File: src/logic/fp_mac_pkg.sv
`default_nettype none

package fp_mac_pkg;

    // single-precision field types
    typedef logic [31:0] fp_word_t;
    typedef logic [7:0] fp_exp_t;
    typedef logic [22:0] fp_frac_t;
    typedef logic [23:0] fp_sig_t;

    // signed and two bits wider, so under- and overflow stay visible
    typedef logic signed [9:0] fp_wexp_t;

    localparam int exp_bias = 127;
    localparam int exp_all_ones = 255;
    localparam int frac_w = 23;

    localparam fp_word_t qnan_word = 32'h7fff_ffff;

    // index of the highest set bit or 0 for an all-zero vector
    function automatic logic [4:0] lead_one_pos(input logic [24:0] v);
        logic [4:0] pos;
        pos = '0;
        for (int i = 0; i < 25; i++) begin
            if (v[i]) begin
                pos = 5'(i); // later hits win
            end
        end
        return pos;
    endfunction

endpackage

`default_nettype wire

File: src/logic/fp_add.sv
`default_nettype none

module fp_add import fp_mac_pkg::*; (
    input  logic     clk,
    input  logic     rst_n,
    input  logic     prod_valid,
    input  logic     prod_sign,
    input  logic     prod_zero,
    input  logic     prod_inf,
    input  logic     special_hit,
    input  fp_wexp_t prod_exp,
    input  fp_sig_t  prod_sig,
    input  fp_word_t acc_q,
    input  fp_word_t special_word,
    output logic     out_valid,
    output fp_word_t result
);

    fp_exp_t     acc_exp;
    logic        acc_zero;
    fp_wexp_t    acc_exp_w;
    fp_sig_t     acc_sig;

    logic        prod_big;
    logic        big_sign;
    fp_wexp_t    big_exp;
    fp_wexp_t    small_exp;
    fp_sig_t     big_sig;
    fp_sig_t     small_sig;
    fp_wexp_t    exp_diff;
    logic [9:0]  shift_amt;
    fp_sig_t     aligned_sig;

    logic        eff_sub;
    logic [24:0] mag;
    logic [4:0]  lead;
    logic [24:0] norm_mag;
    fp_sig_t     norm_sig;
    fp_wexp_t    norm_exp;

    fp_word_t    word_d;

    assign acc_exp = acc_q[30:23];
    assign acc_zero = (acc_exp == '0);
    assign acc_exp_w = fp_wexp_t'({2'b00, acc_exp});
    assign acc_sig = acc_zero ? '0 : {1'b1, acc_q[frac_w-1:0]};

    // order by exponent, then by significand
    assign prod_big = (prod_exp > acc_exp_w)
                   || ((prod_exp == acc_exp_w) && (prod_sig >= acc_sig));

    always_comb begin
        if (prod_big) begin
            big_sign  = prod_sign;
            big_exp   = prod_exp;
            big_sig   = prod_sig;
            small_exp = acc_exp_w;
            small_sig = acc_sig;
        end else begin
            big_sign  = acc_q[31];
            big_exp   = acc_exp_w;
            big_sig   = acc_sig;
            small_exp = prod_exp;
            small_sig = prod_sig;
        end
    end

    assign exp_diff = big_exp - small_exp; // never negative after ordering
    assign shift_amt = exp_diff;
    assign aligned_sig = small_sig >> shift_amt; // shifted-out bits dropped

    // big >= aligned, so the difference cannot wrap
    assign eff_sub = prod_sign ^ acc_q[31];
    assign mag = eff_sub ? ({1'b0, big_sig} - {1'b0, aligned_sig})
                         : ({1'b0, big_sig} + {1'b0, aligned_sig});

    assign lead = lead_one_pos(mag);

    always_comb begin
        if (lead == 5'd24) begin
            norm_mag = mag >> 1; // carry out of the add
        end else begin
            norm_mag = mag << (5'd23 - lead); // cancellation
        end
    end

    assign norm_sig = norm_mag[23:0];
    assign norm_exp = big_exp + fp_wexp_t'({5'b00000, lead}) - fp_wexp_t'(frac_w);

    always_comb begin
        if (special_hit) begin
            word_d = special_word;
        end else if (prod_inf) begin
            word_d = {prod_sign, fp_exp_t'(exp_all_ones), fp_frac_t'(0)};
        end else if (prod_zero) begin
            word_d = acc_zero ? '0 : acc_q; // flush a subnormal acc
        end else if ((mag == '0) || (norm_exp < fp_wexp_t'(1))) begin
            word_d = '0; // exact zero and underflow give +0
        end else if (norm_exp >= fp_wexp_t'(exp_all_ones)) begin
            word_d = {big_sign, fp_exp_t'(exp_all_ones), fp_frac_t'(0)};
        end else begin
            word_d = {big_sign, norm_exp[7:0], norm_sig[frac_w-1:0]};
        end
    end

    always_ff @(posedge clk) begin
        if (!rst_n) begin
            out_valid <= 1'b0;
            result    <= '0;
        end else begin
            out_valid <= prod_valid;
            if (prod_valid) begin
                result <= word_d; // held between operations
            end
        end
    end

endmodule

`default_nettype wire

File: src/logic/fp_mac_top.sv
`default_nettype none

module fp_mac_top import fp_mac_pkg::*; (
    input  logic     clk,
    input  logic     rst_n,
    input  logic     in_valid,
    input  fp_word_t a,
    input  fp_word_t b,
    input  fp_word_t acc,
    output logic     out_valid,
    output fp_word_t result
);

    // stage one to stage two
    logic     special_hit;
    fp_word_t special_word;
    logic     prod_valid;
    logic     prod_sign;
    logic     prod_zero;
    logic     prod_inf;
    fp_wexp_t prod_exp;
    fp_sig_t  prod_sig;
    fp_word_t acc_q;

    fp_special u_special (
        .clk          (clk),
        .rst_n        (rst_n),
        .a            (a),
        .b            (b),
        .acc          (acc),
        .special_hit  (special_hit),
        .special_word (special_word)
    );

    fp_mul u_mul (
        .clk        (clk),
        .rst_n      (rst_n),
        .in_valid   (in_valid),
        .a          (a),
        .b          (b),
        .acc        (acc),
        .prod_valid (prod_valid),
        .prod_sign  (prod_sign),
        .prod_zero  (prod_zero),
        .prod_inf   (prod_inf),
        .prod_exp   (prod_exp),
        .prod_sig   (prod_sig),
        .acc_q      (acc_q)
    );

    fp_add u_add (
        .clk          (clk),
        .rst_n        (rst_n),
        .prod_valid   (prod_valid),
        .prod_sign    (prod_sign),
        .prod_zero    (prod_zero),
        .prod_inf     (prod_inf),
        .special_hit  (special_hit),
        .prod_exp     (prod_exp),
        .prod_sig     (prod_sig),
        .acc_q        (acc_q),
        .special_word (special_word),
        .out_valid    (out_valid),
        .result       (result)
    );

endmodule

`default_nettype wire

File: src/logic/fp_mul.sv
`default_nettype none

module fp_mul import fp_mac_pkg::*; (
    input  logic     clk,
    input  logic     rst_n,
    input  logic     in_valid,
    input  fp_word_t a,
    input  fp_word_t b,
    input  fp_word_t acc,
    output logic     prod_valid,
    output logic     prod_sign,
    output logic     prod_zero,
    output logic     prod_inf,
    output fp_wexp_t prod_exp,
    output fp_sig_t  prod_sig,
    output fp_word_t acc_q
);

    fp_exp_t     a_exp, b_exp;
    fp_frac_t    a_frac, b_frac;
    logic        a_zero, b_zero;
    fp_sig_t     a_sig, b_sig;
    logic [47:0] full_prod;
    fp_wexp_t    exp_sum;
    fp_wexp_t    exp_norm;
    fp_sig_t     sig_norm;
    logic        zero_d;
    logic        inf_d;

    // field unpack
    assign a_exp = a[30:23];
    assign b_exp = b[30:23];
    assign a_frac = a[frac_w-1:0];
    assign b_frac = b[frac_w-1:0];

    assign a_zero = (a_exp == '0);
    assign b_zero = (b_exp == '0);

    // hidden one always set as zero inputs are caught by the flags
    assign a_sig = {1'b1, a_frac};
    assign b_sig = {1'b1, b_frac};

    assign full_prod = a_sig * b_sig; // 1.x * 1.x lands in [1, 4)

    assign exp_sum = fp_wexp_t'({2'b00, a_exp})
                   + fp_wexp_t'({2'b00, b_exp})
                   - fp_wexp_t'(exp_bias);

    always_comb begin
        if (full_prod[47]) begin
            sig_norm = full_prod[47:24]; // product >= 2 needs a one-place shift
            exp_norm = exp_sum + fp_wexp_t'(1);
        end else begin
            sig_norm = full_prod[46:23];
            exp_norm = exp_sum;
        end
    end

    assign zero_d = a_zero | b_zero | (exp_norm < fp_wexp_t'(1));
    assign inf_d = (exp_norm >= fp_wexp_t'(exp_all_ones));

    always_ff @(posedge clk) begin
        if (!rst_n) begin
            prod_valid <= 1'b0;
        end else begin
            prod_valid <= in_valid;
        end
    end

    // payload follows the inputs every cycle and is qualified by prod_valid
    always_ff @(posedge clk) begin
        prod_sign <= a[31] ^ b[31];
        prod_zero <= zero_d;
        prod_inf  <= inf_d;
        prod_exp  <= exp_norm;
        prod_sig  <= sig_norm;
        acc_q     <= acc;
    end

endmodule

`default_nettype wire

File: src/logic/fp_special.sv
`default_nettype none

module fp_special import fp_mac_pkg::*; (
    input  logic     clk,
    input  logic     rst_n,
    input  fp_word_t a,
    input  fp_word_t b,
    input  fp_word_t acc,
    output logic     special_hit,
    output fp_word_t special_word
);

    function automatic logic is_nan(input fp_word_t w);
        return (w[30:23] == fp_exp_t'(exp_all_ones)) && (w[frac_w-1:0] != '0);
    endfunction

    function automatic logic is_inf(input fp_word_t w);
        return (w[30:23] == fp_exp_t'(exp_all_ones)) && (w[frac_w-1:0] == '0);
    endfunction

    function automatic logic is_zero(input fp_word_t w);
        return w[30:23] == '0; // subnormals count as zero
    endfunction

    logic     any_nan;
    logic     a_inf, b_inf, acc_inf;
    logic     a_zero, b_zero;
    logic     mul_sign;
    logic     mul_inf;
    logic     inf_times_zero;
    logic     inf_clash;
    logic     hit_d;
    fp_word_t word_d;

    assign any_nan = is_nan(a) | is_nan(b) | is_nan(acc);
    assign a_inf = is_inf(a);
    assign b_inf = is_inf(b);
    assign acc_inf = is_inf(acc);
    assign a_zero = is_zero(a);
    assign b_zero = is_zero(b);

    assign mul_sign = a[31] ^ b[31];
    assign mul_inf = (a_inf | b_inf) & ~a_zero & ~b_zero;
    assign inf_times_zero = (a_inf & b_zero) | (b_inf & a_zero);
    assign inf_clash = mul_inf & acc_inf & (mul_sign != acc[31]); // inf - inf

    always_comb begin
        hit_d = any_nan | a_inf | b_inf | acc_inf;
        if (any_nan | inf_times_zero | inf_clash) begin
            word_d = qnan_word;
        end else if (mul_inf) begin
            word_d = {mul_sign, fp_exp_t'(exp_all_ones), fp_frac_t'(0)};
        end else begin
            word_d = acc; // only an infinite acc is left
        end
    end

    always_ff @(posedge clk) begin
        if (!rst_n) begin
            special_hit <= 1'b0;
        end else begin
            special_hit <= hit_d;
        end
    end

    always_ff @(posedge clk) begin
        special_word <= word_d;
    end

endmodule

`default_nettype wire

File: config.mk
export PLATFORM = sky130hd
export DESIGN_NAME = fp_mac_top
export DESIGN_NICKNAME = d
export VERILOG_FILES = /design/src/logic/fp_mac_pkg.sv /design/src/logic/fp_add.sv /design/src/logic/fp_mac_top.sv /design/src/logic/fp_mul.sv /design/src/logic/fp_special.sv
export SDC_FILE = /design/constraint.sdc
export NUM_CORES = 2
export LEC_CHECK = 0
export BUFFER_PORTS_ARGS = -buffer_cell sky130_fd_sc_hd__buf_2
export CORE_MARGIN = 8
export CORE_UTILIZATION = 35
export CTS_CLUSTER_SIZE = 40
export DETAILED_ROUTE_END_ITERATION = 16
export PLACE_DENSITY = 0.6
export SETUP_SLACK_MARGIN = 0.02
export SLEW_MARGIN = 20
export SYNTH_ARGS = -nofsm -noshare
export SYNTH_HDL_FRONTEND = slang
export SYNTH_SLANG_ARGS = --single-unit
export TNS_END_PERCENT = 10
File: constraint.sdc
create_clock -name clk -period 23.5 [get_ports clk]
set_input_delay 2.35 -clock clk [delete_from_list [all_inputs] [get_ports clk]]
set_output_delay 2.35 -clock clk [all_outputs]
set_load 0.1 [all_outputs]
==> flow_summary.json <==
{
  "path_buf_inv": 6,
  "setup_violations": 0,
  "via_per_inst": 5.47,
  "r2r_slack_ns": 7.41,
  "dr.pass1.iters": 6,
  "cts-resized-gates": 0,
  "grt_pass1_wl_mm": 161,
  "clock.fmax_ghz": 0.0621,
  "hold_path_class": "flip-flop to flip-flop",
  "antenna_found_initial": 2,
  "critical_path_class": "flip-flop to flip-flop",
  "initial_core_util": 0.351,
  "postCtsHoldBufs": 0,
  "postSynthAreaPerCell_um2": 8.21,
  "grt.total_usage": 0.204,
  "die_w_um": 316,
  "std_cell_rows": 110,
  "arrival_ns": 16.43,
  "yosys.cell_types.count": 105,
  "post-cts-setup-buffers": 0,
  "finalHoldViolCount": 0,
  "relSlewSlack": 0.296,
  "synth-edff-count": 0,
  "io_pins": 132,
  "setup_tns_ns": 0,
  "synth-seq-area-share": 0.0865,
  "fin_ws_ns": 7.41,
  "ant_nets": 0,
  "period_needed_ns": 16.09,
  "synth_area_mm2": 0.0315,
  "worstSkewPairLatency_ns": 0.43,
  "finClkSkew_ns": 0.0113,
  "drcViolationCount": 0,
  "worstMarginPinSlew_ns": 1.05,
  "root_buffer": "clkbuf_16",
  "grt_max_degree": 96,
  "synth-async-reset-ratio": 0,
  "required_ns": 23.84,
  "dpl_worst_slack_ns": 7.49,
  "fin_nets": 4647,
  "synth_seq_cells": 136,
  "ys.warnings.count": 0,
  "core_area_mm2": 0.0896,
  "end_kind": "flip-flop",
  "max_cap_violations": 0,
  "clock-sinks": 136,
  "fillCellCount": 9240,
  "grt_pass1_vias": 28100,
  "synth.net_count": 4669,
  "clockBufferDepth": 2,
  "grt_overflow_total": 0,
  "wirelength_mm": 102,
  "drive_above_1_share": 0.0753,
  "synth_cells": 3836,
  "gp_congestion": 0.954,
  "routedWlPerCell_um": 20.5,
  "syn2layout_area_growth_pct": 6.85,
  "fin_util": 0.376,
  "slowest_delay_ns": 0.79,
  "drt_iter0_drc": 2239,
  "cts_tree": "done",
  "slowest_stage": "o31ai_1",
  "dieArea_mm2": 0.0998,
  "die_y_um": 316,
  "cts_buffers": 17,
  "dp_hpwl_mm": 78.1,
  "crit_family": "simple AND/OR/NAND/NOR gates",
  "worstSetupStartpointType": "flip-flop",
  "rsz0062_at_grt": "no",
  "htree_levels": 4,
  "path_max_fanout": 95,
  "report.final.slew_viol_count": 0,
  "port_buffers": 131,
  "num_vias": 27400,
  "min_period_over_period": 0.685,
  "cts.reportedPaths.clkPinSlew_ns": 0.07,
  "mostFrequentLayoutCells": "inv_1 (611), nand2_1 (552), fa_1 (484), ha_1 (249), and2_1 (233)",
  "synth_ff_type": "dfxtp_1",
  "status": "completed",
  "layout_commonest_cell": "inv_1"
}
worst min-delay path, cell delays in order, from the launching register on:
cell     delay (ns)
dfxtp_1        0.29
nand2_1        0.05
a31oi_1        0.07
state kept, by name, indices dropped and copies added (netlist names):
signal                  flops
u_mul.prod_valid            1
u_mul.prod_zero             1
u_add.out_valid             1
u_mul.prod_sign             1
u_add.result               32
u_mul.prod_inf              1
u_special.special_word     32
u_mul.prod_sig             24
u_mul.acc_q                32
u_mul.prod_exp             10
u_special.special_hit       1
metal layers:
metal / part of all wire / wire, um / GRT usage / vias to the layer above
met2: 0.47 / 48400 / 0.344 / 1046
met4: 0.036 / 3650 / 0.0711 / 0
met3: 0.064 / 6540 / 0.0249 / 221
met1: 0.43 / 43800 / 0.268 / 13600
li1: - / - / - / 12500
met5: 0 / 0 / 0 / -
cell type report:
| cell class | count | area [um^2] | area share |
|---|---|---|---|
| flip-flops and latches | 136 | 2720 | 0.0810 |
| repair buffers | 161 | 881 | 0.0262 |
| clock inverters | 12 | 119 | 0.00353 |
| inverters | 615 | 2310 | 0.0686 |
| clock buffers | 20 | 447 | 0.0133 |
| diodes | 3 | 7.51 | 0.000223 |
| well taps | 1176 | 1470 | 0.0437 |
| multi-input cells | 2883 | 25700 | 0.763 |
cell families (layout without fill, tap and decap cells):
kind of cell               Yosys count  after routing  share of synthesized area
buffers and inverters              817            808                     0.0999
adders and majority gates          734            734                      0.407
muxes                              106            106                     0.0397
xor gates and xnor gates           101            101                     0.0281
and+or+nand+nor                   1266           1266                      0.193
AOI/OAI and AO/OA                  676            676                      0.146
DFF                                136            136                     0.0865
other                                0              3                          0
final timing paths:
kind	start	to	cells after the start
setup / recovery	u_mul.acc_q[30]$_DFF_P_	u_add.result[11]$_SDFFE_PN0P_	56
hold / removal	u_special.special_word[2]$_SDFF_PP1_	u_add.result[2]$_SDFFE_PN0P_	2
setup reg to reg	u_mul.acc_q[30]$_DFF_P_	u_add.result[11]$_SDFFE_PN0P_	56
hold reg to reg	u_special.special_word[2]$_SDFF_PP1_	u_add.result[2]$_SDFFE_PN0P_	2
metrics by stage:
stage          area [um^2]  cells  hold slack (ns)
6_report             33600   5006            0.473
5_1_grt              33600   5005            0.485
4_1_cts              33600   5003            0.470
3_5_place_dp         33100   4971            0.461
3_3_place_gp         33100   4971            0.455
2_1_floorplan        31500   3836            0.443
synth_stat cells, types with 40 or more instances:
cell	instances	share of area
nor2_1	189	0.023
xor2_1	40	0.011
mux2i_1	66	0.021
inv_1	611	0.073
clkbuf_1	165	0.020
nand3_1	63	0.010
o21ai_0	143	0.023
fa_1	484	0.31
xnor2_1	61	0.017
a21oi_1	151	0.024
nor3_1	47	0.0075
dfxtp_1	136	0.086
a21o_1	58	0.014
nand2_1	552	0.066
and2_1	233	0.046
ha_1	250	0.099
Power is not shown: default switching activity piles up to over one toggle a cycle in this logic, so the estimate is an artifact.
